===== src/rtl/exec_params.svh =====
`ifndef EXEC_PARAMS_SVH
`define EXEC_PARAMS_SVH

// datapath word width in bits
`define XLEN 64

// reorder buffer depth
// index width is derived with $clog2 in the package
`define NUM_ROB 16

// physical register file size
// sets the width of the destination tag
`define NUM_PR 32

// multiplier pipeline depth
// each stage eats XLEN/NUM_MULT_STAGE multiplier bits
// so XLEN must divide evenly, 2, 4 and 8 all work for 64 bits
// stages 0 .. NUM_MULT_STAGE-2 hold registers
// the final stage is a combinational adder onto the result
`define NUM_MULT_STAGE 4

// literal field widths inside the issue packet
// immediate is zero-extended, displacement sign-extended and scaled by 4
`define IMM_W 8
`define BR_DISP_W 21

`endif


===== src/rtl/exec_pkg.sv =====
`default_nettype none

`include "exec_params.svh"

package exec_pkg;

  // data word and tag widths
  typedef logic [`XLEN-1:0]             data_t;
  typedef logic [$clog2(`NUM_ROB)-1:0]  rob_idx_t;
  typedef logic [$clog2(`NUM_PR)-1:0]   pr_idx_t;
  typedef logic [`IMM_W-1:0]            imm_t;
  typedef logic [`BR_DISP_W-1:0]        br_disp_t;

  // integer alu operations, all sixteen codes used
  typedef enum logic [3:0] {
    alu_addq   = 4'h0,
    alu_subq   = 4'h1,
    alu_and    = 4'h2,
    alu_bic    = 4'h3,
    alu_bis    = 4'h4,
    alu_ornot  = 4'h5,
    alu_xor    = 4'h6,
    alu_eqv    = 4'h7,
    alu_srl    = 4'h8,
    alu_sll    = 4'h9,
    alu_sra    = 4'ha,
    alu_cmpult = 4'hb,
    alu_cmpeq  = 4'hc,
    alu_cmpule = 4'hd,
    alu_cmplt  = 4'he,
    alu_cmple  = 4'hf
  } alu_func_e;

  // second operand source
  typedef enum logic {
    opb_is_regb = 1'b0,
    opb_is_imm  = 1'b1
  } opb_sel_e;

  // branch conditions on the first operand
  // low two bits pick the test, bit 2 inverts it
  typedef enum logic [2:0] {
    br_lbc = 3'b000,
    br_eq  = 3'b001,
    br_lt  = 3'b010,
    br_le  = 3'b011,
    br_lbs = 3'b100,
    br_ne  = 3'b101,
    br_ge  = 3'b110,
    br_gt  = 3'b111
  } br_cond_e;

  // one issue packet per functional unit
  typedef struct packed {
    logic      ready;
    alu_func_e func;
    opb_sel_e  opb_sel;
    data_t     t1_value;
    data_t     t2_value;
    imm_t      imm;
    br_disp_t  br_disp;
    br_cond_e  br_cond;
    logic      cond_branch;
    logic      uncond_branch;
    data_t     npc;
    pr_idx_t   t_idx;
    rob_idx_t  rob_idx;
  } fu_packet_t;

  // tagged result heading for the common data bus
  typedef struct packed {
    logic     done;
    data_t    result;
    pr_idx_t  t_idx;
    rob_idx_t rob_idx;
  } fu_result_t;

endpackage

`default_nettype wire


===== src/rtl/br_unit.sv =====
`timescale 1ns/1ns
`default_nettype none

`include "exec_params.svh"

module br_unit import exec_pkg::*; (
  input  fu_packet_t packet,
  output fu_result_t result,
  output logic       take_branch
);

  data_t      opa;
  data_t      disp_ext;
  logic [2:0] cond;
  logic       opa_zero;
  logic       opa_neg;
  logic       cond_raw;
  logic       cond_holds;

  assign opa  = packet.t1_value;
  assign cond = packet.br_cond;

  assign opa_zero = (opa == '0);
  assign opa_neg  = opa[`XLEN-1];

  // four base tests on the first operand
  always_comb begin
    case (cond[1:0])
      2'b00:   cond_raw = !opa[0];
      2'b01:   cond_raw = opa_zero;
      2'b10:   cond_raw = opa_neg;
      default: cond_raw = opa_neg || opa_zero;
    endcase
  end

  // bit 2 gives lbs, ne, ge and gt
  assign cond_holds = cond_raw ^ cond[2];

  assign take_branch = packet.uncond_branch || (packet.cond_branch && cond_holds);

  // word displacement, sign-extended and scaled to bytes
  assign disp_ext = {{(`XLEN - `BR_DISP_W - 2){packet.br_disp[`BR_DISP_W-1]}},
                     packet.br_disp, 2'b00};

  // branch resolves in the same cycle, no rollback check on itself
  assign result.done    = packet.ready;
  assign result.result  = packet.npc + disp_ext;
  assign result.t_idx   = packet.t_idx;
  assign result.rob_idx = packet.rob_idx;

endmodule

`default_nettype wire


===== config.mk =====
export PLATFORM = sky130hd
export DESIGN_NAME = br_unit
export DESIGN_NICKNAME = d
export VERILOG_FILES = /design/src/rtl/exec_pkg.sv /design/src/rtl/br_unit.sv
export VERILOG_INCLUDE_DIRS = /design/src /design/src/rtl
export SDC_FILE = /design/constraint.sdc
export NUM_CORES = 1
export LEC_CHECK = 0
export ABC_AREA = 1
export BUFFER_PORTS_ARGS = -buffer_cell sky130_fd_sc_hd__buf_2
export CORE_MARGIN = 2
export CORE_UTILIZATION = 25
export DETAILED_ROUTE_END_ITERATION = 8
export PLACE_DENSITY_LB_ADDON = 0.08
export REMOVE_ABC_BUFFERS = 1
export SLEW_MARGIN = 30
export SYNTH_ARGS = -nofsm -noshare
export SYNTH_HDL_FRONTEND = slang
export SYNTH_SLANG_ARGS = --single-unit

===== constraint.sdc =====
create_clock -name vclk -period 2.3
set_clock_uncertainty 0.15 [all_clocks]
set_input_delay 0.115 -clock vclk [all_inputs]
set_output_delay 0.115 -clock vclk [all_outputs]
set_load 0.02 [all_outputs]

# After elaboration in Yosys (flattened, before gate mapping)
# Index checks and enable logic that the tools add are counted.
[word_totals]
regBits = 0
word_cells = 11
[classes]
n_addsub = 1
eq_ne = 2
n_mux = 1
n_bitwise = 1
reduce_logical = 6
[op_table]
columns = ["op", "n"]
rows = [
  ["$add 64x64->64", 1],
  ["$logic_not 64->1", 1],
  ["$pmux 1 s3", 1],
  ["$eq 2x1->1 const B", 1],
  ["$eq 2x2->1 const B", 1],
  ["$logic_not 2->1", 1],
  ["$logic_or 1x1->1", 2],
  ["$logic_and 1x1->1", 1],
  ["$logic_not 1->1", 1],
  ["$xor 1x1->1", 1],
]

# Logic depth before layout (Yosys ltp)
[depth]
ltp_word = 6
ltp_mapped = 15
mapped_depth_nobuf = 15

# Worst setup path after synthesis
# OpenSTA, ideal clock, no wires.
[synth_timing]
path_type = "input port to output port"
start = "input packet[11] (netlist bit)"
end = "output result[39] (netlist bit)"
arrival_ps = 1799
slack_ps = 236
stages = 12
path_cell_list = "ha_1 inv_1 fa_1 inv_1 nand2_1 nand2_1 and2_1 nand3_1 nand2_1 nand2_1 nand2_1 xor2_1"
[synth_lines]
columns = ["element", "line", "text"]
rows = [
  ["from (decl)", "br_unit.sv:7", "input fu_packet_t packet,"],
  ["to (decl)", "br_unit.sv:8", "output fu_result_t result,"],
]

==> key figures <==
Outcome
  – Outcome: finished, final reports clean

Die
  – Die ar.: 25670 sq um
  – # IOs: 316
  – Core Region: 24110 sq um
  – Initial core utilization: 25.31%
  – FP Rows: 57
  – Die H: 160.2 um
  – Die width: 160.2 um

Synth
  – Distinct cell type count after synthesis: 25
  – Part of the Yosys area used for sequential elements: 0%
  – Post-Syn Area: 6101 sq um
  – Ys Warns: 0
  – Cells after Synth: 1322
  – Avg Inst Size Synth: 4.615 sq um

Worst setup path
  – CP startpoint kind: input port
  – Max incr delay on CP: 0.20 ns
  – Buf/Inv on CP: 6
  – Nature of the critical path endpoint: primary output
  – Crit-path cells: buf_2, ha_2, inv_1, fa_2, inv_2, buf_4, nand2_1, nand3_2, buf_4, nand2_1, nand3_2, nand2_1, nand3_1, nand2_1, nand2_1, buf_2
  – Slowest cell on the critical path: fa_2
  – CP Max Fanout: 3
  – Critical path type: in -> out
  – Worst Path Arrival: 1.97 ns
  – Worst path depth: 16
  – CP dominant cell by count: nand2_1
  – Crit-path leading delay family: simple AND/OR/NAND/NOR gates
  – Worst endpoint required time: 2.04 ns

Pwr
  – Int Power: 1.072 mW
  – Gate power share: 100.0%
  – Clk pwr share: 0%
  – Peak VDD IR: 0.1086 mV
  – PD cells: 285.0 nW/um^2
  – Register share of total power: 0%
  – Reported net switching power: 1.643 mW
  – Switching Share: 60.52%
  – Pleak: 5.762 nW

Cells and area
  – # fillers: 2841
  – CLK BUF: 0
  – # nets final: 1952
  – Register area: 0 sq um
  – Share of cells above drive strength 1: 33.70%
  – Antenna cells: 0
  – Syn-to-layout area delta: 56.15%
  – Multi-input logic area: 5888 sq um
  – Seq Cell Count: 0
  – Core Util, Final: 39.52%

Global route
  – Gr ovfl total: 0
  – First-pass GRT wire length: 41430 um
  – Initial antenna violation count: 0
  – Vias in the first global route: 8041
  – GRT Total Usage: 20.47%
  – Largest net degree at the start of global routing: 25

Placement
  – Placer congestion estimate: 0.8932
  – HPWL Detailed: 24920 um
  – I/O Buffers: 215

Job
  – Max Cap Viol: 0

Routing
  – Drt wl/cell: 14.07 um
  – Initial drt markers: 309
  – Drt drc: 0
  – Post-route ant nets: 0
  – Vias per cell: 4.308
  – Pre-antenna DRT Iters: 5
  – Final WL: 27730 um
  – Vias: 8492

STA
  – Hold Slack: 0.08016 ns
  – Fin crit period: 2.232 ns
  – Fin crit share: 97.03%
  – Final Max Tran Viols: 0
  – Setup violators final: 0
  – Slew @ Worst Pin: 0.3359 ns
  – RSZ-0062 raised after global routing: true
  – Slew HR: 77.43%
  – Fmax: 0.4481 GHz
  – Final hold vios: 0

CTS
  – # hold bufs at CTS: 0

Min path
  – Hold crit path type: in -> out
  – Hold Path Depth: 0
## Yosys cell counts, drive strengths merged
cell type | count | area share [%]
nor3 | 10 | 1.1
nor4 | 11 | 1.1
nand4 | 19 | 1.9
or2 | 3 | 0.31
and2 | 2 | 0.21
nand2 | 600 | 37
nor2 | 144 | 9.5
o21ai | 11 | 0.90
ha | 61 | 13
xor2 | 27 | 3.9
fa | 1 | 0.33
xnor2 | 2 | 0.29
inv | 302 | 19
a21oi | 46 | 3.8
nand3b | 2 | 0.25
nand3 | 59 | 5.3
o21bai | 6 | 0.74
buf | 12 | 1.5
and3 | 4 | 0.41
## area by class of cell
type / count / share of cell area, %
multi-input cells: 1008 / 61.81
inverters: 302 / 11.90
well taps: 324 / 4.255
repair buffers: 337 / 22.04
## layer usage
| metal | up-vias | part of all wire, % | track usage, % |
|---|---|---|---|
| li1 | 4588 | - | - |
| met4 | 0 | 1.3 | 1.966 |
| met3 | 15 | 5.8 | 3.273 |
| met2 | 202 | 47 | 35.99 |
| met1 | 3687 | 46 | 27.25 |
| met5 | - | 0 | 0 |
## worst paths after layout
check        start         end
max     packet[11]  result[65]
min    packet[240]  result[73]
## cells in the final DEF, fill, tap and decap left out, types with 3 or more instances in the layout
master,count
buf_6,4
nand4_1,19
buf_4,123
xor2_1,25
nor2_2,35
inv_1,298
nor4_2,10
nand3_2,6
inv_2,4
nand2_1,531
nor3_4,3
nand2_2,66
ha_2,8
buf_2,205
nor2_4,19
nor3_2,5
o21bai_1,6
ha_1,17
a21oi_1,29
nand3_1,53
nand2_4,3
nor2_1,90
a21oi_2,17
o21ai_0,10
and3_1,4
ha_4,36
## per-stage QoR
step	TNS (ns)	worst slack [ns]	power, mW	cells	instance area (sq um)
6_report	0	0.06828	2.715	1971	9527
5_1_grt	-0.5260	-0.09291	2.994	1971	9527
4_1_cts	-0.2840	-0.04582	2.461	1965	8583
3_5_place_dp	-1.599	-0.2446	2.394	1965	8376
3_3_place_gp	-1.677	-0.1906	2.393	1965	8376
2_1_floorplan	0	0.2359	1.394	1310	6011
## cells by family (layout without fill, tap and decap cells)
| logic type | Yosys count | after routing | share of synthesized area (%) |
|---|---|---|---|
| xor+xnor | 29 | 29 | 4.163 |
| simple gates | 854 | 854 | 57.53 |
| compound gates | 63 | 63 | 5.414 |
| fa+ha+maj | 62 | 62 | 12.84 |
| buf+inv | 314 | 639 | 20.06 |
## what timing repair did
action                     in CTS  in global routing
gates resized for setup        60                180
setup endpoints to repair      30                 45
pin swaps                       3                 14
buffers inserted                0                  3
gates cloned                    0                  3
## power groups by stage
stage | sequential [mW] | combinational (mW) | clock [mW]
floorplan | 0 | 1.39 | 0
global placement | 0 | 2.39 | 0
detailed placement | 0 | 2.39 | 0
CTS | 0 | 2.46 | 0
global route | 0 | 2.99 | 0
finish | 0 | 2.71 | 0
Power figures use the tool's default switching activity.
