--- src/rtl/exec_params.svh ---
`ifndef EXEC_PARAMS_SVH
`define EXEC_PARAMS_SVH

// datapath word width in bits
`define XLEN 64

// reorder buffer depth
// index width is derived with $clog2 in the package
`define NUM_ROB 16

// physical register file size
// sets the width of the destination tag
`define NUM_PR 32

// multiplier pipeline depth
// each stage eats XLEN/NUM_MULT_STAGE multiplier bits
// so XLEN must divide evenly, 2, 4 and 8 all work for 64 bits
// stages 0 .. NUM_MULT_STAGE-2 hold registers
// the final stage is a combinational adder onto the result
`define NUM_MULT_STAGE 4

// literal field widths inside the issue packet
// immediate is zero-extended, displacement sign-extended and scaled by 4
`define IMM_W 8
`define BR_DISP_W 21

`endif

--- src/rtl/exec_pkg.sv ---
`default_nettype none

`include "exec_params.svh"

package exec_pkg;

  // data word and tag widths
  typedef logic [`XLEN-1:0]             data_t;
  typedef logic [$clog2(`NUM_ROB)-1:0]  rob_idx_t;
  typedef logic [$clog2(`NUM_PR)-1:0]   pr_idx_t;
  typedef logic [`IMM_W-1:0]            imm_t;
  typedef logic [`BR_DISP_W-1:0]        br_disp_t;

  // integer alu operations, all sixteen codes used
  typedef enum logic [3:0] {
    alu_addq   = 4'h0,
    alu_subq   = 4'h1,
    alu_and    = 4'h2,
    alu_bic    = 4'h3,
    alu_bis    = 4'h4,
    alu_ornot  = 4'h5,
    alu_xor    = 4'h6,
    alu_eqv    = 4'h7,
    alu_srl    = 4'h8,
    alu_sll    = 4'h9,
    alu_sra    = 4'ha,
    alu_cmpult = 4'hb,
    alu_cmpeq  = 4'hc,
    alu_cmpule = 4'hd,
    alu_cmplt  = 4'he,
    alu_cmple  = 4'hf
  } alu_func_e;

  // second operand source
  typedef enum logic {
    opb_is_regb = 1'b0,
    opb_is_imm  = 1'b1
  } opb_sel_e;

  // branch conditions on the first operand
  // low two bits pick the test, bit 2 inverts it
  typedef enum logic [2:0] {
    br_lbc = 3'b000,
    br_eq  = 3'b001,
    br_lt  = 3'b010,
    br_le  = 3'b011,
    br_lbs = 3'b100,
    br_ne  = 3'b101,
    br_ge  = 3'b110,
    br_gt  = 3'b111
  } br_cond_e;

  // one issue packet per functional unit
  typedef struct packed {
    logic      ready;
    alu_func_e func;
    opb_sel_e  opb_sel;
    data_t     t1_value;
    data_t     t2_value;
    imm_t      imm;
    br_disp_t  br_disp;
    br_cond_e  br_cond;
    logic      cond_branch;
    logic      uncond_branch;
    data_t     npc;
    pr_idx_t   t_idx;
    rob_idx_t  rob_idx;
  } fu_packet_t;

  // tagged result heading for the common data bus
  typedef struct packed {
    logic     done;
    data_t    result;
    pr_idx_t  t_idx;
    rob_idx_t rob_idx;
  } fu_result_t;

endpackage

`default_nettype wire

--- src/rtl/alu.sv ---
`timescale 1ns/1ns
`default_nettype none

`include "exec_params.svh"

module alu import exec_pkg::*; (
  input  fu_packet_t packet,
  input  logic       cdb_valid,
  input  logic       rollback_en,
  input  rob_idx_t   rollback_idx,
  output fu_result_t result,
  output logic       fu_free
);

  localparam int SHAMT_W = $clog2(`XLEN);

  data_t                opa;
  data_t                opb;
  data_t                alu_out;
  data_t                sign_fill;
  logic [SHAMT_W-1:0]   shamt;
  logic                 squash;

  // signed less-than from sign bits plus unsigned magnitude
  function automatic logic signed_lt(input data_t a, input data_t b);
    if (a[`XLEN-1] == b[`XLEN-1]) begin
      return a < b;
    end
    // signs differ, the negative one is smaller
    return a[`XLEN-1];
  endfunction

  // rollback only hits a packet with the same rob entry
  assign squash = rollback_en && (packet.rob_idx == rollback_idx);

  // free when the bus drains us, nothing is waiting, or the work dies
  assign fu_free = cdb_valid || !packet.ready || squash;

  assign opa = packet.t1_value;

  // literal is zero-extended
  assign opb = (packet.opb_sel == opb_is_imm) ? data_t'(packet.imm) : packet.t2_value;

  assign shamt = opb[SHAMT_W-1:0];

  // upper bits vacated by a logical right shift, filled with the sign
  assign sign_fill = ~({`XLEN{1'b1}} >> shamt) & {`XLEN{opa[`XLEN-1]}};

  always_comb begin
    alu_out = '0;
    case (packet.func)
      alu_addq:   alu_out = opa + opb;
      alu_subq:   alu_out = opa - opb;
      alu_and:    alu_out = opa & opb;
      alu_bic:    alu_out = opa & ~opb;
      alu_bis:    alu_out = opa | opb;
      alu_ornot:  alu_out = opa | ~opb;
      alu_xor:    alu_out = opa ^ opb;
      alu_eqv:    alu_out = opa ^ ~opb;
      alu_srl:    alu_out = opa >> shamt;
      alu_sll:    alu_out = opa << shamt;
      alu_sra:    alu_out = (opa >> shamt) | sign_fill;
      // compares return 0 or 1 in bit 0
      alu_cmpult: alu_out = data_t'(opa < opb);
      alu_cmpeq:  alu_out = data_t'(opa == opb);
      alu_cmpule: alu_out = data_t'(opa <= opb);
      alu_cmplt:  alu_out = data_t'(signed_lt(opa, opb));
      alu_cmple:  alu_out = data_t'(signed_lt(opa, opb) || (opa == opb));
      default:    alu_out = '0;
    endcase
  end

  // tags ride along unchanged
  always_comb begin
    result.done    = packet.ready && !squash;
    result.result  = alu_out;
    result.t_idx   = packet.t_idx;
    result.rob_idx = packet.rob_idx;
  end

endmodule

`default_nettype wire

--- config.mk ---
export PLATFORM = sky130hd
export DESIGN_NAME = alu
export DESIGN_NICKNAME = d
export VERILOG_FILES = /design/src/rtl/exec_pkg.sv /design/src/rtl/alu.sv
export VERILOG_INCLUDE_DIRS = /design/src /design/src/rtl
export SDC_FILE = /design/constraint.sdc
export NUM_CORES = 1
export LEC_CHECK = 0
export BUFFER_PORTS_ARGS = -buffer_cell sky130_fd_sc_hd__buf_2
export CAP_MARGIN = 15
export CORE_ASPECT_RATIO = 0.8
export CORE_MARGIN = 2
export CORE_UTILIZATION = 34
export DETAILED_ROUTE_END_ITERATION = 8
export PLACE_DENSITY = 0.53
export RECOVER_POWER = 25
export SLEW_MARGIN = 20
export SYNTH_ARGS = -nofsm -noshare
export SYNTH_HDL_FRONTEND = slang
export SYNTH_SLANG_ARGS = --single-unit
--- constraint.sdc ---
create_clock -name vclk -period 10.7
set_input_delay 2.675 -clock vclk [all_inputs]
set_output_delay 2.675 -clock vclk [all_outputs]
set_load 0.005 [all_outputs]
== Yosys cells after proc, flatten, opt, wreduce, memory -nomap -nowiden ==
Index checks and enable logic that the tools add are counted.
Cells by class
  add/sub/neg operators: 2
  magnitude comparators: 2
  eq/ne operators: 18
  shift-type cells: 3
  muxes and demuxes: 9
  bitwise operators: 10
  reduce and logical (&&, ||, !) cells: 8
Operators with widths (number)
  one-hot mux 64 bit (16 select lines): 1
  bitwise AND 64 bit: 3
  bitwise OR 64 bit: 3
  inverter 64 bit: 2
  XOR 64 bit: 2
  adder 64 bit: 1
  == test 64 bit: 1
  <= comparator 64 bit: 1
  less-than comparator 64 bit: 1
  two-way mux 64 bit: 1
  left shift 64 x 6 -> 64 bit: 1
  >> shifter 64 x 6 -> 64 bit: 1
  >> shifter 64 x 6 -> 64 bit, first input constant: 1
  subtractor 64 bit: 1
  == test 4 bit, second input constant: 8
  == test 4 x 3 -> 1 bit, second input constant: 4
  == test 4 x 2 -> 1 bit, second input constant: 2
  two-way mux 1 bit: 7
  == test 4 x 1 -> 1 bit, second input constant: 1
  == test 4 bit: 1
  logical NOT 4 bit: 1
  logical OR 1 bit: 3
  logical AND 1 bit: 2
  logical NOT 1 bit: 2
  == test 1 bit: 1
Storage, ports and cells
  register bits: 0
  bits of input ports: 247
  output and inout port bits: 75
  word-level logic and storage cells: 52

== Logic depth before layout (Yosys ltp) ==
  word-level depth: 8
  depth in mapped cells: 22
  mapped depth without buffers: 16

== Least setup slack after synthesis ==
OpenSTA, ideal clock, no wires.
  path type: input-to-output
  start point: input packet[235] in the netlist's numbering
  end point: output result[57] in the netlist's numbering
  arrival time: 7.242 ns
  setup slack: 0.783 ns
  cell stages on the path: 22
  buffers on the path: 6
  cell sequence: buf_6 mux2i_4 inv_4 buf_2 buf_2 buf_2 buf_2 buf_2 ha_1 inv_1 fa_1 o21bai_2 a211oi_2 o41ai_2 a221oi_4 o31ai_2 a211oi_1 o21a_1 o21a_1 o311ai_1 a21oi_1 a211o_1
RTL lines
  start, declared: RTL line alu.sv:7  | input fu_packet_t packet,
  end, declared: RTL line alu.sv:11  | output fu_result_t result,

==> results.md <==
* Outcome: complete, no violations
* Synth area leaders: mux2i_1 14%, a21oi_1 8.3%, ha_1 8.1%
* Post-CTS Setup Bufs at 0
* Max Clock Freq at 95.2 MHz
* FF+latch area at 0 µm²
* Post-CTS resize count at 0
* Worst Path Required at 8.03 ns
* Drt pass-1 iters at 8
* Avg Vias per Cell at 6.66
* Post-Syn Nets at 3686
* Slew headroom at 1.64%
* Max-slew violations at 0
* Maxcap violations at 0
* Largest net degree at the start of global routing at 128
* Commonest non-fill, non-tap cell in the layout: nand2_1
* Wire length per cell at 30.7 µm
* I/O pins at 322
* Std-Cell Rows at 80
* Hold violation total from the final report at 0
* Finished Layout Cells at 4115
* Hold WC Path Type: in -> out
* Synthesized area at 20600 µm²
* Tcrit/Tclk final at 98.2%
* Filler cell count at 6710
* Vias in the first global route at 24.5k
* Sequential cells at 0
* Setup TNS at 0 ns
* Total global routing track utilization at 38.4%
* Via Count at 27.4k
* Setup WS post-layout at 0.195 ns
* Hold_buf cts at 0
* Critical Path Sink Type: output port
* Die Span X at 279 µm
* Arrival time at the worst endpoint at 7.83 ns
* Core area at 59800 µm²
* Mapped Cells at 3303
* Cell variety after synth at 92
* Die height at 224 µm
* Initial antenna violation count at 6
* Crit start category: input pin
* Dpl ws at 0.395 ns
* Worst slew pin tran at 1.48 ns
* Endpoints failing setup at 0
* DP HPWL at 100000 µm
* Final wirelength at 126000 µm
* RSZ-0062 raised after global routing: false
* Post-synthesis sequential area ratio at 0%
* GRT Residual Overflow at 0
* Final ANT Viol Nets at 0
* Die footprint at 62600 µm²
* Starting density of the core at 34.5%
* Residual DRC at 0
* CLK BUF at 0
* Final Util at 37.5%
* Synth warn at 0
* Placed cells at 4114
* Final net count at 3720
* Layout area overhead at 8.72%
* Min Tclk post-route at 10.50 ns
* Most area-hungry cell type in the Yosys netlist: mux2i_1
* CP max FO at 84
* DR iter-0 viols at 4306
* IO Port Bufs at 222
* Routability-driven placement congestion ratio at 1.07
* First-pass GRT wire length at 179000 µm
* Top-area cell type share of the netlist area at 14.0%
* Share of layout cells above drive strength 1 at 12.4%
* Commonest cells after routing, fill and taps aside: 383 x nand2_1, 341 x a21oi_1, 325 x nor2_1
* Setup Crit Path Kind: in -> out
* Syn avg cell area at 6.24 µm²
## synth_stat cells (10+ instances only)
cell and count:
clkbuf_1 180, o21ai_0 237, a221oi_1 20, o31ai_1 23, a22oi_1 24, o21ai_1 48
and2_1 10, a211oi_1 54, o221ai_1 28, or3_1 15, mux2i_1 288, a211o_1 11
a31oi_1 46, and3_1 28, nand2b_1 77, buf_2 52, o22ai_1 46, nand3_1 84
nor2b_1 22, o21bai_1 34, buf_1 38, a21oi_1 341, ha_1 134, nor3_1 77
xor2_1 15, xnor2_1 98, inv_1 120, nor4_1 23, nand2_1 383, nand4_1 25
o21a_1 16, o2111ai_1 11, inv_2 15, mux2_2 32, a32oi_1 49, o211ai_1 50
buf_4 20, a21o_1 39, nor2_1 327
## final cells by class
class	count	area (µm²)	area share [%]
inverter	137	524	2.34
tap	779	975	4.35
timing repair buffer	325	2010	8.97
multi-input combinational	2873	18900	84.3
antenna	1	2.50	0.0112
## per-layer routing
metal,GRT usage (%),vias up,routed length [µm]
li1,-,12300,-
met1,54.8,12900,54700
met2,56.8,1892,51700
met3,6.76,279,13800
met4,14.9,8,6180
met5,0,-,58
## critical path, cell delays in order
cell      delay, ns
buf_2          0.40
mux2i_4        0.54
inv_4          0.16
clkbuf_4       0.74
mux4_2         0.84
mux2_1         0.47
a21oi_1        0.21
buf_4          0.18
nand2_1        0.06
a32oi_1        0.34
nor2_1         0.09
nor4_1         0.32
buf_4          0.20
o31ai_1        0.06
a22o_1         0.27
buf_2          0.14
## through the flow
stage	hold WS (ns)	area (µm²)
final	5.35	22400
after global routing	5.35	22400
after CTS	5.35	22400
after detailed placement	5.35	22400
after global placement	5.35	22400
after floorplan	5.42	20600
## worst paths after layout
path	startpoint	endpoint	slack, ns	cells after the start
worst max-delay path	packet[235]	result[26]	0.20	16
worst min-delay path	packet[5]	result[5]	5.35	0
## kinds of logic after synthesis
family / synth area share [%]
AOI/OAI and AO/OA: 36.9
and+or+nand+nor: 24.0
buffers and inverters: 8.63
muxes: 17.3
adders and majority gates: 8.33
xor gates and xnor gates: 4.80
